File: config.mk
export PLATFORM = sky130hd
export DESIGN_NAME = la_csr_top
export DESIGN_NICKNAME = d
export VERILOG_FILES = /design/src/rtl/la_csr_pkg.sv /design/src/rtl/exc_cause_encode.sv /design/src/rtl/csr_regs.sv /design/src/rtl/csr_timer.sv /design/src/rtl/csr_read_mux.sv /design/src/rtl/la_csr_top.sv
export VERILOG_INCLUDE_DIRS = /design/src /design/src/rtl
export SDC_FILE = /design/constraint.sdc
export NUM_CORES = 1
export LEC_CHECK = 0
export ABC_AREA = 1
export BUFFER_PORTS_ARGS = -buffer_cell sky130_fd_sc_hd__clkbuf_2
export CAP_MARGIN = 15
export CORE_ASPECT_RATIO = 1.2
export CORE_MARGIN = 5
export CORE_UTILIZATION = 30
export CTS_CLUSTER_SIZE = 24
export DETAILED_ROUTE_END_ITERATION = 8
export GPL_ROUTABILITY_DRIVEN = 1
export SLEW_MARGIN = 15
export SYNTH_ARGS = -nofsm -noshare
export SYNTH_HDL_FRONTEND = slang
export SYNTH_SLANG_ARGS = --single-unit
File: constraint.sdc
create_clock -name clk -period 6.05 [get_ports clk]
set_input_delay 0.3025 -clock clk [delete_from_list [all_inputs] [get_ports clk]]
set_output_delay 0.3025 -clock clk [all_outputs]
set_load 0.05 [all_outputs]
File: src/rtl/la_csr_config.svh
`ifndef LA_CSR_CONFIG_SVH
`define LA_CSR_CONFIG_SVH

// widths
`define LA_XLEN        32
`define LA_CSR_ADDR_W  14
`define LA_CNT_W       64

// csr addresses
`define LA_CSR_CRMD    14'h0
`define LA_CSR_PRMD    14'h1
`define LA_CSR_ESTAT   14'h5
`define LA_CSR_ERA     14'h6
`define LA_CSR_BADV    14'h7
`define LA_CSR_EENTRY  14'hc
`define LA_CSR_SAVE0   14'h30
`define LA_CSR_SAVE1   14'h31
`define LA_CSR_SAVE2   14'h32
`define LA_CSR_SAVE3   14'h33
`define LA_CSR_TID     14'h40
`define LA_CSR_TCFG    14'h41
`define LA_CSR_TVAL    14'h42
`define LA_CSR_TICLR   14'h44

// exception codes
`define LA_ECODE_INT   6'h0
`define LA_ECODE_ADE   6'h8
`define LA_ECODE_ALE   6'h9
`define LA_ECODE_SYS   6'hb
`define LA_ECODE_BRK   6'hc
`define LA_ECODE_INE   6'hd
`define LA_ECODE_IPE   6'he
`define LA_ESUB_ADEM   9'd1

// rdcnt selectors
`define LA_RDCNT_CSR   2'd0
`define LA_RDCNT_ID    2'd1
`define LA_RDCNT_VLOW  2'd2
`define LA_RDCNT_VHIGH 2'd3

`endif

File: src/rtl/la_csr_pkg.sv
`include "la_csr_config.svh"

package la_csr_pkg;

  typedef struct packed {
    logic                      we;
    logic [`LA_CSR_ADDR_W-1:0] addr;
    logic [`LA_XLEN-1:0]       mask;
    logic [`LA_XLEN-1:0]       data;
  } csr_wr_t;

  typedef struct packed {
    logic [`LA_CSR_ADDR_W-1:0] addr;
    logic [1:0]                rdcnt;
  } csr_rd_t;

  // one strobe per cause, intr is the interrupt cause
  typedef struct packed {
    logic intr;
    logic adef;
    logic adem;
    logic ale;
    logic sys;
    logic brk;
    logic ine;
    logic ipe;
  } excp_flags_t;

  typedef struct packed {
    logic                valid;
    logic [5:0]          ecode;
    logic [8:0]          esubcode;
    logic                va_err;
    logic [`LA_XLEN-1:0] badva;
    logic [`LA_XLEN-1:0] era;
  } excp_info_t;

  typedef struct packed {
    logic [`LA_XLEN-1:0] crmd;
    logic [`LA_XLEN-1:0] prmd;
    logic [`LA_XLEN-1:0] estat_low;
    logic [`LA_XLEN-1:0] era;
    logic [`LA_XLEN-1:0] badv;
    logic [`LA_XLEN-1:0] eentry;
    logic [`LA_XLEN-1:0] save0;
    logic [`LA_XLEN-1:0] save1;
    logic [`LA_XLEN-1:0] save2;
    logic [`LA_XLEN-1:0] save3;
    logic [`LA_XLEN-1:0] tid;
  } csr_state_t;

  typedef struct packed {
    logic [`LA_XLEN-1:0]  tcfg;
    logic [`LA_XLEN-1:0]  tval;
    logic                 ti;
    logic [`LA_CNT_W-1:0] cnt;
  } timer_state_t;

  typedef union packed {
    logic [`LA_XLEN-1:0] raw;
    struct packed {
      logic [`LA_XLEN-3:0] initval;
      logic                periodic;
      logic                en;
    } cfg;
  } tcfg_word_u;

endpackage

File: src/rtl/exc_cause_encode.sv
`timescale 1ns/100ps
`include "la_csr_config.svh"

module exc_cause_encode import la_csr_pkg::*; (
  input  excp_flags_t         excp_i,
  input  logic [`LA_XLEN-1:0] pc_i,
  input  logic [`LA_XLEN-1:0] vaddr_i,
  output excp_info_t          info_o
);

  always_comb begin
    info_o.ecode    = `LA_ECODE_INT;
    info_o.esubcode = '0;
    // highest priority first
    if (excp_i.intr) begin
      info_o.ecode = `LA_ECODE_INT;
    end else if (excp_i.adef) begin
      info_o.ecode = `LA_ECODE_ADE;
    end else if (excp_i.adem) begin
      info_o.ecode    = `LA_ECODE_ADE;
      info_o.esubcode = `LA_ESUB_ADEM;
    end else if (excp_i.ale) begin
      info_o.ecode = `LA_ECODE_ALE;
    end else if (excp_i.sys) begin
      info_o.ecode = `LA_ECODE_SYS;
    end else if (excp_i.brk) begin
      info_o.ecode = `LA_ECODE_BRK;
    end else if (excp_i.ine) begin
      info_o.ecode = `LA_ECODE_INE;
    end else if (excp_i.ipe) begin
      info_o.ecode = `LA_ECODE_IPE;
    end
    info_o.valid  = |excp_i;
    info_o.va_err = excp_i.adef | excp_i.adem | excp_i.ale;
    // fetch faults report the pc itself
    info_o.badva  = excp_i.adef ? pc_i : vaddr_i;
    info_o.era    = pc_i;
  end

endmodule

File: src/rtl/csr_regs.sv
`timescale 1ns/100ps
`include "la_csr_config.svh"

module csr_regs import la_csr_pkg::*; (
  input  logic       clk,
  input  logic       rst_n,
  input  csr_wr_t    wr_i,
  input  excp_info_t info_i,
  input  logic       ertn_i,
  input  logic [7:0] int_i,
  output csr_state_t state_o
);

  // writable bits
  localparam logic [`LA_XLEN-1:0] CRMD_WBITS   = 32'h0000_01ff;
  localparam logic [`LA_XLEN-1:0] PRMD_WBITS   = 32'h0000_0007;
  localparam logic [`LA_XLEN-1:0] ESTAT_WBITS  = 32'h0000_0003;
  localparam logic [`LA_XLEN-1:0] EENTRY_WBITS = 32'hffff_ffc0;

  logic [`LA_XLEN-1:0] crmd_q;
  logic [`LA_XLEN-1:0] prmd_q;
  logic [`LA_XLEN-1:0] estat_q;
  logic [`LA_XLEN-1:0] era_q;
  logic [`LA_XLEN-1:0] badv_q;
  logic [`LA_XLEN-1:0] eentry_q;
  logic [`LA_XLEN-1:0] tid_q;
  logic [`LA_XLEN-1:0] save_q [4];
  logic [`LA_XLEN-1:0] estat_wr;
  logic [3:0]          save_we;

  function automatic logic [`LA_XLEN-1:0] merge(input logic [`LA_XLEN-1:0] old_val,
                                               input logic [`LA_XLEN-1:0] wbits);
    logic [`LA_XLEN-1:0] sel;
    sel = wr_i.mask & wbits;
    return (old_val & ~sel) | (wr_i.data & sel);
  endfunction

  function automatic logic hit(input logic [`LA_CSR_ADDR_W-1:0] addr);
    return wr_i.we && (wr_i.addr == addr);
  endfunction

  assign estat_wr = merge(estat_q, ESTAT_WBITS);

  always_comb begin
    for (int i = 0; i < 4; i++) begin
      save_we[i] = hit(`LA_CSR_SAVE0 + `LA_CSR_ADDR_W'(i));
    end
  end

  // a csr write in the same cycle overrides exception and ertn updates
  always_ff @(posedge clk) begin
    if (!rst_n) begin
      crmd_q   <= 32'h0000_0008;
      prmd_q   <= '0;
      estat_q  <= '0;
      era_q    <= '0;
      badv_q   <= '0;
      eentry_q <= '0;
      tid_q    <= '0;
    end else begin
      if (hit(`LA_CSR_CRMD)) begin
        crmd_q <= merge(crmd_q, CRMD_WBITS);
      end else if (ertn_i) begin
        crmd_q[2:0] <= prmd_q[2:0];
      end else if (info_i.valid) begin
        crmd_q[2:0] <= 3'b000;
      end
      if (hit(`LA_CSR_PRMD)) begin
        prmd_q <= merge(prmd_q, PRMD_WBITS);
      end else if (info_i.valid) begin
        prmd_q[2:0] <= crmd_q[2:0];
      end
      // hw interrupt lines
      estat_q[9:2] <= int_i;
      if (info_i.valid) begin
        estat_q[21:16] <= info_i.ecode;
        estat_q[30:22] <= info_i.esubcode;
      end
      if (hit(`LA_CSR_ESTAT)) begin
        estat_q[1:0] <= estat_wr[1:0];
      end
      if (hit(`LA_CSR_ERA)) begin
        era_q <= merge(era_q, '1);
      end else if (info_i.valid) begin
        era_q <= info_i.era;
      end
      if (hit(`LA_CSR_BADV)) begin
        badv_q <= merge(badv_q, '1);
      end else if (info_i.valid && info_i.va_err) begin
        badv_q <= info_i.badva;
      end
      if (hit(`LA_CSR_EENTRY)) begin
        eentry_q <= merge(eentry_q, EENTRY_WBITS);
      end
      if (hit(`LA_CSR_TID)) begin
        tid_q <= merge(tid_q, '1);
      end
    end
  end

  always_ff @(posedge clk) begin
    for (int i = 0; i < 4; i++) begin
      if (!rst_n) begin
        save_q[i] <= '0;
      end else if (save_we[i]) begin
        save_q[i] <= merge(save_q[i], '1);
      end
    end
  end

  assign state_o.crmd      = crmd_q;
  assign state_o.prmd      = prmd_q;
  assign state_o.estat_low = estat_q;
  assign state_o.era       = era_q;
  assign state_o.badv      = badv_q;
  assign state_o.eentry    = eentry_q;
  assign state_o.save0     = save_q[0];
  assign state_o.save1     = save_q[1];
  assign state_o.save2     = save_q[2];
  assign state_o.save3     = save_q[3];
  assign state_o.tid       = tid_q;

endmodule

File: src/rtl/csr_timer.sv
`timescale 1ns/100ps
`include "la_csr_config.svh"

module csr_timer import la_csr_pkg::*; (
  input  logic         clk,
  input  logic         rst_n,
  input  csr_wr_t      wr_i,
  output timer_state_t timer_o
);

  tcfg_word_u           wr_word;
  tcfg_word_u           tcfg_q;
  logic [`LA_XLEN-1:0]  tval_q;
  logic [`LA_CNT_W-1:0] cnt_q;
  logic                 timer_en_q;
  logic                 ti_q;
  logic                 tcfg_we;
  logic                 ticlr_we;
  logic                 expire;

  assign tcfg_we  = wr_i.we && (wr_i.addr == `LA_CSR_TCFG);
  assign ticlr_we = wr_i.we && (wr_i.addr == `LA_CSR_TICLR);

  // ticlr holds nothing, its old value is zero
  assign wr_word.raw = ((tcfg_we ? tcfg_q.raw : '0) & ~wr_i.mask) | (wr_i.data & wr_i.mask);

  assign expire = timer_en_q && (tval_q == '0) && !tcfg_we;

  always_ff @(posedge clk) begin
    if (!rst_n) begin
      tcfg_q.raw <= '0;
      tval_q     <= '0;
      timer_en_q <= 1'b0;
      ti_q       <= 1'b0;
    end else begin
      if (tcfg_we) begin
        tcfg_q     <= wr_word;
        tval_q     <= {wr_word.cfg.initval, 2'b00};
        timer_en_q <= wr_word.cfg.en;
      end else if (timer_en_q) begin
        if (tval_q != '0) begin
          tval_q <= tval_q - `LA_XLEN'd1;
        end else if (tcfg_q.cfg.periodic) begin
          tval_q <= {tcfg_q.cfg.initval, 2'b00};
        end else begin
          // one-shot ends here
          tval_q     <= '1;
          timer_en_q <= 1'b0;
        end
      end
      // clear beats set
      if (ticlr_we && wr_word.raw[0]) begin
        ti_q <= 1'b0;
      end else if (expire) begin
        ti_q <= 1'b1;
      end
    end
  end

  // stable counter
  always_ff @(posedge clk) begin
    if (!rst_n) begin
      cnt_q <= '0;
    end else begin
      cnt_q <= cnt_q + `LA_CNT_W'd1;
    end
  end

  assign timer_o.tcfg = tcfg_q.raw;
  assign timer_o.tval = tval_q;
  assign timer_o.ti   = ti_q;
  assign timer_o.cnt  = cnt_q;

endmodule

File: src/rtl/csr_read_mux.sv
`timescale 1ns/100ps
`include "la_csr_config.svh"

module csr_read_mux import la_csr_pkg::*; (
  input  logic                clk,
  input  logic                rst_n,
  input  csr_rd_t             rd_i,
  input  csr_state_t          state_i,
  input  timer_state_t        timer_i,
  output logic [`LA_XLEN-1:0] r_data_o
);

  logic [`LA_XLEN-1:0] csr_word;
  logic [`LA_XLEN-1:0] rd_word;

  // unknown addresses and ticlr read as zero
  always_comb begin
    csr_word = '0;
    case (rd_i.addr)
      `LA_CSR_CRMD:   csr_word = state_i.crmd;
      `LA_CSR_PRMD:   csr_word = state_i.prmd;
      `LA_CSR_ESTAT:  csr_word = {state_i.estat_low[31:12], timer_i.ti,
                                  state_i.estat_low[10:0]};
      `LA_CSR_ERA:    csr_word = state_i.era;
      `LA_CSR_BADV:   csr_word = state_i.badv;
      `LA_CSR_EENTRY: csr_word = state_i.eentry;
      `LA_CSR_SAVE0:  csr_word = state_i.save0;
      `LA_CSR_SAVE1:  csr_word = state_i.save1;
      `LA_CSR_SAVE2:  csr_word = state_i.save2;
      `LA_CSR_SAVE3:  csr_word = state_i.save3;
      `LA_CSR_TID:    csr_word = state_i.tid;
      `LA_CSR_TCFG:   csr_word = timer_i.tcfg;
      `LA_CSR_TVAL:   csr_word = timer_i.tval;
      default:        csr_word = '0;
    endcase
  end

  always_comb begin
    case (rd_i.rdcnt)
      `LA_RDCNT_ID:    rd_word = state_i.tid;
      `LA_RDCNT_VLOW:  rd_word = timer_i.cnt[`LA_XLEN-1:0];
      `LA_RDCNT_VHIGH: rd_word = timer_i.cnt[`LA_CNT_W-1:`LA_XLEN];
      default:         rd_word = csr_word;
    endcase
  end

  always_ff @(posedge clk) begin
    if (!rst_n) begin
      r_data_o <= '0;
    end else begin
      r_data_o <= rd_word;
    end
  end

endmodule

File: src/rtl/la_csr_top.sv
`timescale 1ns/100ps
`include "la_csr_config.svh"

module la_csr_top import la_csr_pkg::*; (
  input  logic                clk,
  input  logic                rst_n,
  input  csr_wr_t             csr_wr_i,
  input  csr_rd_t             csr_rd_i,
  input  excp_flags_t         excp_i,
  input  logic [`LA_XLEN-1:0] pc_i,
  input  logic [`LA_XLEN-1:0] vaddr_i,
  input  logic                ertn_i,
  input  logic [7:0]          int_i,
  output logic [`LA_XLEN-1:0] csr_r_data_o,
  output csr_state_t          csr_o
);

  excp_info_t   excp_info;
  csr_state_t   csr_state;
  timer_state_t timer_state;

  exc_cause_encode i_encode (
    .excp_i  (excp_i),
    .pc_i    (pc_i),
    .vaddr_i (vaddr_i),
    .info_o  (excp_info)
  );

  csr_regs i_regs (
    .clk     (clk),
    .rst_n   (rst_n),
    .wr_i    (csr_wr_i),
    .info_i  (excp_info),
    .ertn_i  (ertn_i),
    .int_i   (int_i),
    .state_o (csr_state)
  );

  csr_timer i_timer (
    .clk     (clk),
    .rst_n   (rst_n),
    .wr_i    (csr_wr_i),
    .timer_o (timer_state)
  );

  csr_read_mux i_read_mux (
    .clk      (clk),
    .rst_n    (rst_n),
    .rd_i     (csr_rd_i),
    .state_i  (csr_state),
    .timer_i  (timer_state),
    .r_data_o (csr_r_data_o)
  );

  // timer interrupt shows as ESTAT bit 11
  always_comb begin
    csr_o               = csr_state;
    csr_o.estat_low[11] = timer_state.ti;
  end

endmodule

* Word-level counts from Yosys, hierarchy flattened
Memory sizes are Yosys's and may differ from the RTL's. Index checks and enable logic that the tools add are counted.
Word-level totals: register bits 379, RAM bits 128, bits of input ports 178, output and inout port bits 384, word-level logic and storage cells 168, memories kept 1
Memories:
- i_regs.save_q | depth 4, bits a word 32, rd ports 4, clocked after memory_dff 0, wr ports 4, RTL line csr_regs.sv:27 | logic [`LA_XLEN-1:0] save_q [4];
Cells by class: add/sub/neg operators 2, equal/unequal tests 27, muxes and demuxes 49, bitwise gates (word level) 41, reduce and logical (&&, ||, !) cells 30
Operators by type and width (count):
- $mux W32 | 14
- $and A32 B32 Y32 | 13
- $pmux W32 S13 | 1
- $or A32 B32 Y32 | 11
- $eq A14 B6 Y1 const B | 8
- $pmux W32 S3 | 1
- $eq A14 B3 Y1 const B | 6
- $eq A14 B7 Y1 const B | 6
- $add A64 B1 Y64 const B | 1
- $not A32 Y32 | 2
- $mux W6 | 6
- $and A32 B3 Y32 | 1
- $and A32 B9 Y32 | 1
- $logic_not A32 Y1 | 1
- $not A3 Y32 | 1
- $not A9 Y32 | 1
- $reduce_bool A32 Y1 | 1
- $sub A32 B1 Y32 const B | 1
- $eq A14 B1 Y1 const B | 2
- $eq A14 B4 Y1 const B | 2
- $logic_not A14 Y1 | 2
- $mux W1 | 18
- $mux W9 | 2
- $logic_and A1 B1 Y1 | 17
- 14 further kinds | 30

* Depth between registers and ports, before layout
Gate-level depths: netlist (run 1).
word-level depth 8, gate-level depth with buffers 13, depth with buffers taken out 12

* Cells and area by module
From an unflattened synthesis (run 1), not the netlist that was laid out.
Unflattened totals: cells, all modules 4655, area, all modules 29923.7 um^2
By module, submodules not included:
- csr_regs | instances 1, cells each 1954, area each 14900.5 um^2, sequential area each 7026.7 um^2
- csr_timer | instances 1, cells each 1263, area each 7976.4 um^2, sequential area each 2602.5 um^2
- csr_read_mux | instances 1, cells each 1269, area each 6159.7 um^2, sequential area each 640.6 um^2
- exc_cause_encode | instances 1, cells each 169, area each 887.1 um^2, sequential area each 0.0 um^2

* Worst setup path before layout (run 1)
No wires, ideal clock.
kind input to register, from input csr_wr_i[75] in the netlist's numbering, to memory i_regs.save_q[0][0] in the netlist's numbering (enable), library setup time 0.466 ns, arrival 3.126 ns, required time 5.584 ns, slack 2.459 ns, stages 5, cell sequence nor2_1 -> nand3_2 -> inv_2 -> nand3_1 -> o21ai_0
RTL lines:
- start, declared | RTL line la_csr_top.sv:7 | input csr_wr_t csr_wr_i,
- end, declared | RTL line csr_regs.sv:27

==> impl_metrics.env, run 1 <==
export IMPL_cts_tree="built"
export IMPL_dp_hpwl_mm=100
export IMPL_setup_violations=0
export IMPL_cts_buffers=48
export IMPL_fp_row_count=117
export IMPL_clkLatencyLatePin_ns=0.62
export IMPL_ys_flop_type="dfxtp_1"
export IMPL_design_area_um2=30800
export IMPL_syn_area_um2=25700
export IMPL_yosysTopAreaCell="dfxtp_1"
export IMPL_min_period_ns=2.76
export IMPL_final_cell_mix="nand2_1 (567), nor2_1 (545), clkbuf_2 (486)"
export IMPL_min_path_type="in2reg"
export IMPL_dieHeight_um=331
export IMPL_core_um2=84900
export IMPL_p_leak_nw=13.2
export IMPL_crit_path_top_delay_cell="nand4_1"
export IMPL_vdd_drop_max_v=0.000192
export IMPL_crit_type="in2reg"
export IMPL_ys_warnings_count=0
export IMPL_syn_inst=3701
export IMPL_die_w_um=277
export IMPL_grtUsageTotal=0.269
export IMPL_cp_end_kind="register"
export IMPL_vias=28569
export IMPL_ys_ff_latch=439
export IMPL_drtAntennaViolNets=0
export IMPL_io_buffers=487
export IMPL_cp_startpoint="excp_i[6]"
export IMPL_rsz0062_at_grt="no"
export IMPL_crit_top_cell="buf_4"
export IMPL_finalSetupTns_ns=0
export IMPL_post_drt_wl_per_cell_um=24.7
export IMPL_gp_congestion=0.992
export IMPL_dr_pass1_iters=7
export IMPL_cp_required_ns=6.60
export IMPL_layout_drive_gt1_share=0.173
export IMPL_fmax_ghz=0.362
export IMPL_dpl_cell_area_um2=28800
export IMPL_cpPeakStageDelay_ns=0.99
export IMPL_wl_mm=131
export IMPL_vias_per_cell=5.38
export IMPL_syn2layout_area_growth_pct=19.8
export IMPL_drv_slew=0
export IMPL_initial_core_util=0.303
export IMPL_grt_pass1_vias=26664
export IMPL_slew_headroom=0.135
export IMPL_path_delay_family="buffers and inverters"
export IMPL_grt_overflow_total=0
export IMPL_place_ws_ns=2.92
export IMPL_clk_pin_slew_ns=0.06
export IMPL_drv_cap=0
export IMPL_synth_edff_count=128
export IMPL_drt_iter0_drc=2986
export IMPL_fin_worst_skew_ns=0.0269
export IMPL_path_buf_inv=5
export IMPL_fin_crit_sh=0.457
export IMPL_boundaryPins=562
export IMPL_drcViolationCount=0
export IMPL_nets=4312
export IMPL_cp_max_fo=36
export IMPL_synth_area_leaders="dfxtp_1 (24%), edfxtp_1 (15%), nand2_1 (8.3%)"
export IMPL_layout_commonest_cell="nand2_1"
export IMPL_min_from="csr_wr_i[13]"
export IMPL_grt_max_degree=149
export IMPL_clkSinkCount=439
export IMPL_clk_root_buffer_cell="clkbuf_16"
export IMPL_r2r_start="i_timer.tval_q[6]"
export IMPL_hold_violations=0
export IMPL_die_area_um2=91600
export IMPL_async_flop_share=0
export IMPL_cts_max_path_buffers=3
export IMPL_power_density_nw_per_um2=234
export IMPL_syn_area_per_cell_um2=6.94
export IMPL_worstPathCellList="clkbuf_2, buf_4, inv_2, buf_4, nand4_1, buf_4, o21ai_0, o21ai_0, nor2_1"
export IMPL_grt_pass1_wl_mm=185
export IMPL_antenna_found_initial=14
export IMPL_run_status="complete, no violations"
export IMPL_ys_seq_area_frac=0.392
export IMPL_tightest_slew_ns=1.29
export IMPL_cts_max_level=2
export IMPL_start_kind="input port"
export IMPL_postCtsResizedCells=0
export IMPL_setup_ws_ns=3.29
export IMPL_synth_top_cell_area_share=0.242
export IMPL_arrival_ns=3.31
export IMPL_synth_distinct_cells=52
## final timing paths
path / depth (start not counted) / to / slack (ns)
max: 9 / register / 3.29
min reg2reg: 2 / register / 0.47
max reg2reg: 9 / i_timer.tval_q[17] / 3.63
min: 2 / register / 0.02
## cells by family (layout without fill, tap and decap cells)
family,after synthesis,in the layout,share of synthesized area
flops,439,439,0.392
xor+xnor,27,27,0.00920
other cells,1,81,0.000146
compound gates,875,875,0.193
buf+inv,662,1058,0.115
simple gates,1694,1694,0.289
fa+ha+maj,3,3,0.00146
## report_power, final
group          switching, mW  internal [mW]  leakage, nW
Sequential            0.0748           3.09         3.85
Clock                   1.36           1.80        0.809
Combinational          0.719          0.179         8.54
## metrics by stage
| stage | cells | power [mW] | util | hold WS [ns] |
|---|---|---|---|---|
| finish | 5307 | 7.22 | 0.363 | 0.0167 |
| detailed placement | 5177 | 4.10 | 0.339 | 0.462 |
| floorplan | 3774 | 3.80 | - | 0.382 |
| CTS | 5300 | 7.22 | 0.362 | 0.00568 |
| global placement | 5177 | 4.10 | 0.339 | 0.455 |
| global route | 5303 | 7.38 | 0.362 | 0.0166 |
## cell type report
type	count	area, um2
Timing Repair Buffer	554	3040
Tap cell	1130	1410
Clock inverter	17	174
Multi-Input combinational cell	2673	13100
Sequential cell	439	10100
Clock buffer	72	1460
Fill cell	9169	54100
Antenna cell	7	17.5
Inverter	415	1560
## repair_timing
item                      CTS  global route
hold buffers               34             0
setup buffers               0             0
hold endpoints to repair   54             0
## Yosys cell counts (2+ instances only)
cell,number
nand2_1,570
nor2_1,546
inv_1,400
nand3_1,378
o21ai_0,312
dfxtp_1,311
a21oi_1,291
edfxtp_1,128
clkbuf_1,89
buf_4,81
buf_2,62
o21ai_1,58
nand4_1,44
o22ai_1,44
o211ai_1,41
or2_2,38
nor3_1,37
o31ai_1,37
o21bai_1,31
o311a_1,28
xor2_1,24
nor2_2,19
a221oi_1,18
nand2_2,15
a21oi_2,10
buf_6,9
inv_2,8
nor2_4,8
or2_0,7
clkinv_1,6
nand3_2,6
nand3b_1,6
nor3_2,5
buf_1,4
ha_1,3
nor3_4,3
nor3b_2,3
xnor2_1,3
a211oi_1,2
and2_1,2
nor3b_1,2
nor4_1,2
## layer usage
layer | global-route usage | wire (um) | vias to the layer above
met5 | 0 | 72 | -
met4 | 0.130 | 7640 | 12
met3 | 0.0566 | 12100 | 350
met2 | 0.460 | 61700 | 1680
met1 | 0.322 | 49500 | 13392
li1 | - | - | 13135
Note: power is estimated with default switching activity, not from simulation.
==> run 2, diff against run 1 <==
==> constraint.sdc (replaced) <==
create_clock -name clk -period 2.77 [get_ports clk]
set_input_delay 0.1385 -clock clk [delete_from_list [all_inputs] [get_ports clk]]
set_output_delay 0.1385 -clock clk [all_outputs]
set_load 0.05 [all_outputs]
==> run 2 against run 1 <==
Compared with the run above:
- non-clock buffer count up 131
- global-route usage increased by 0.68 points
- power grew 120%
==> impl_metrics.env, run 2 (synthesized netlist as in run 1, its figures left out) <==
export IMPL_cp_startpoint="excp_i[2]"
export IMPL_drv_cap=0
export IMPL_p_leak_nw=13.8
export IMPL_path_buf_inv=5
export IMPL_clk_root_buffer_cell="clkbuf_16"
export IMPL_syn2layout_area_growth_pct=25.0
export IMPL_dr_pass1_iters=5
export IMPL_final_cell_mix="nand2_1 (568), nor2_1 (545), clkbuf_2 (486)"
export IMPL_die_w_um=277
export IMPL_start_kind="input port"
export IMPL_drt_iter0_drc=2585
export IMPL_initial_core_util=0.303
export IMPL_grt_max_degree=111
export IMPL_power_density_nw_per_um2=495
export IMPL_boundaryPins=562
export IMPL_antenna_found_initial=11
export IMPL_min_from="vaddr_i[6]"
export IMPL_crit_path_top_delay_cell="dlygate4sd3_1"
export IMPL_core_um2=84900
export IMPL_io_buffers=487
export IMPL_cts_tree="built"
export IMPL_pwr_share_clk=0.433
export IMPL_cp_required_ns=3.31
export IMPL_fp_row_count=117
export IMPL_cts_max_level=2
export IMPL_fin_worst_skew_ns=0.0290
export IMPL_hold_violations=0
export IMPL_cp_end_kind="register"
export IMPL_setup_violations=0
export IMPL_dieHeight_um=331
export IMPL_vdd_drop_max_v=0.000602
export IMPL_design_area_um2=32100
export IMPL_cp_max_fo=32
export IMPL_pwr_share_seq=0.434
export IMPL_switchingPower_mw=4.70
export IMPL_p_sw_frac=0.296
export IMPL_drv_slew=0
export IMPL_die_area_um2=91600
export IMPL_vias=29055
export IMPL_wl_mm=133
export IMPL_fmax_ghz=0.418
export IMPL_grtUsageTotal=0.275
export IMPL_dp_hpwl_mm=102
export IMPL_tightest_slew_ns=1.10
export IMPL_min_path_type="in2reg"
export IMPL_clkLatencyLatePin_ns=0.62
export IMPL_cts_buffers=47
export IMPL_slew_headroom=0.270
export IMPL_r2r_start="i_timer.cnt_q[23]"
export IMPL_hold_ws_ns=0.0248
export IMPL_grt_pass1_wl_mm=190
export IMPL_arrival_ns=2.94
export IMPL_worstPathCellList="dlygate4sd3_1, clkbuf_2, inv_1, nand2_1, nor2_1, nand2_1, nor3_4, nand2_1, buf_4, o21ai_0, o21ai_0, a21oi_1, dlygate4sd3_1"
export IMPL_clkSinkCount=439
export IMPL_crit_top_cell="nand2_1"
export IMPL_place_ws_ns=0.466
export IMPL_p_int_mw=11.2
export IMPL_finalSetupTns_ns=0
export IMPL_grt_overflow_total=0
export IMPL_grt_pass1_vias=27768
export IMPL_post_drt_wl_per_cell_um=24.5
export IMPL_path_delay_family="buffers and inverters"
export IMPL_crit_type="in2reg"
export IMPL_setup_ws_ns=0.376
export IMPL_clk_pin_slew_ns=0.06
export IMPL_layout_drive_gt1_share=0.176
export IMPL_p_comb_frac=0.132
export IMPL_drtAntennaViolNets=0
export IMPL_gp_congestion=0.997
export IMPL_cts_max_path_buffers=3
export IMPL_layout_commonest_cell="nand2_1"
export IMPL_cpPeakStageDelay_ns=0.55
export IMPL_dpl_cell_area_um2=29200
export IMPL_min_period_ns=2.39
export IMPL_rsz0062_at_grt="no"
export IMPL_run_status="complete, no violations"
export IMPL_vias_per_cell=5.35
export IMPL_nets=4442
export IMPL_fin_crit_sh=0.864
export IMPL_drcViolationCount=0
export IMPL_fillers=9181
==> run 2: layout make-up <==
cell class	instances	area, um2	share of cell area
Antenna cell	4	10.0	0.000312
Clock buffer	72	1410	0.0438
Multi-Input combinational cell	2673	13000	0.405
Inverter	415	1560	0.0487
Clock inverter	15	209	0.00651
Sequential cell	439	10100	0.314
Timing Repair Buffer	685	4420	0.138
Tap cell	1130	1410	0.0440
==> run 2: path summary, 6_finish.rpt <==
check | endpoint | slack (ns) | depth (start not counted)
worst max-delay path | register | 0.38 | 13
worst min-delay path | register | 0.02 | 5
worst max register to register | i_timer.cnt_q[36] | 0.56 | 6
worst min register to register | register | 0.47 | 2
==> run 2: stage by stage <==
step | utilization | instances | total power, mW
2_1_floorplan | - | 3774 | 8.29
3_3_place_gp | 0.344 | 5218 | 8.98
3_5_place_dp | 0.344 | 5218 | 8.99
4_1_cts | 0.378 | 5429 | 15.9
5_1_grt | 0.378 | 5430 | 16.3
6_report | 0.378 | 5433 | 15.9
==> run 2: what timing repair did <==
action | in CTS | in global routing
resized for setup | 0 | 0
endpoints found under the hold margin | 146 | 0
hold buffers | 124 | 0
buffers inserted | 0 | 0
==> run 2: power by group through the flow <==
stage | registers, mW | clock network [mW] | logic [mW]
2_1_floorplan | 7.47 | 0 | 0.820
5_1_grt | 6.92 | 7.18 | 2.20
3_5_place_dp | 7.05 | 0 | 1.94
4_1_cts | 6.91 | 6.96 | 2.08
6_report | 6.91 | 6.89 | 2.10
3_3_place_gp | 7.05 | 0 | 1.93
==> run 2: routing by layer <==
metal  global-route usage  share of wire
met5                    0        0.00017
met4                0.139          0.058
met3               0.0658          0.089
met2                0.464           0.47
met1                0.330           0.39
==> run 2: worst min-delay path: stages <==
cell and delay, ns:
clkbuf_2 0.08, o211ai_1 0.12, o21ai_0 0.10, o21ai_1 0.06, nor2_1 0.09
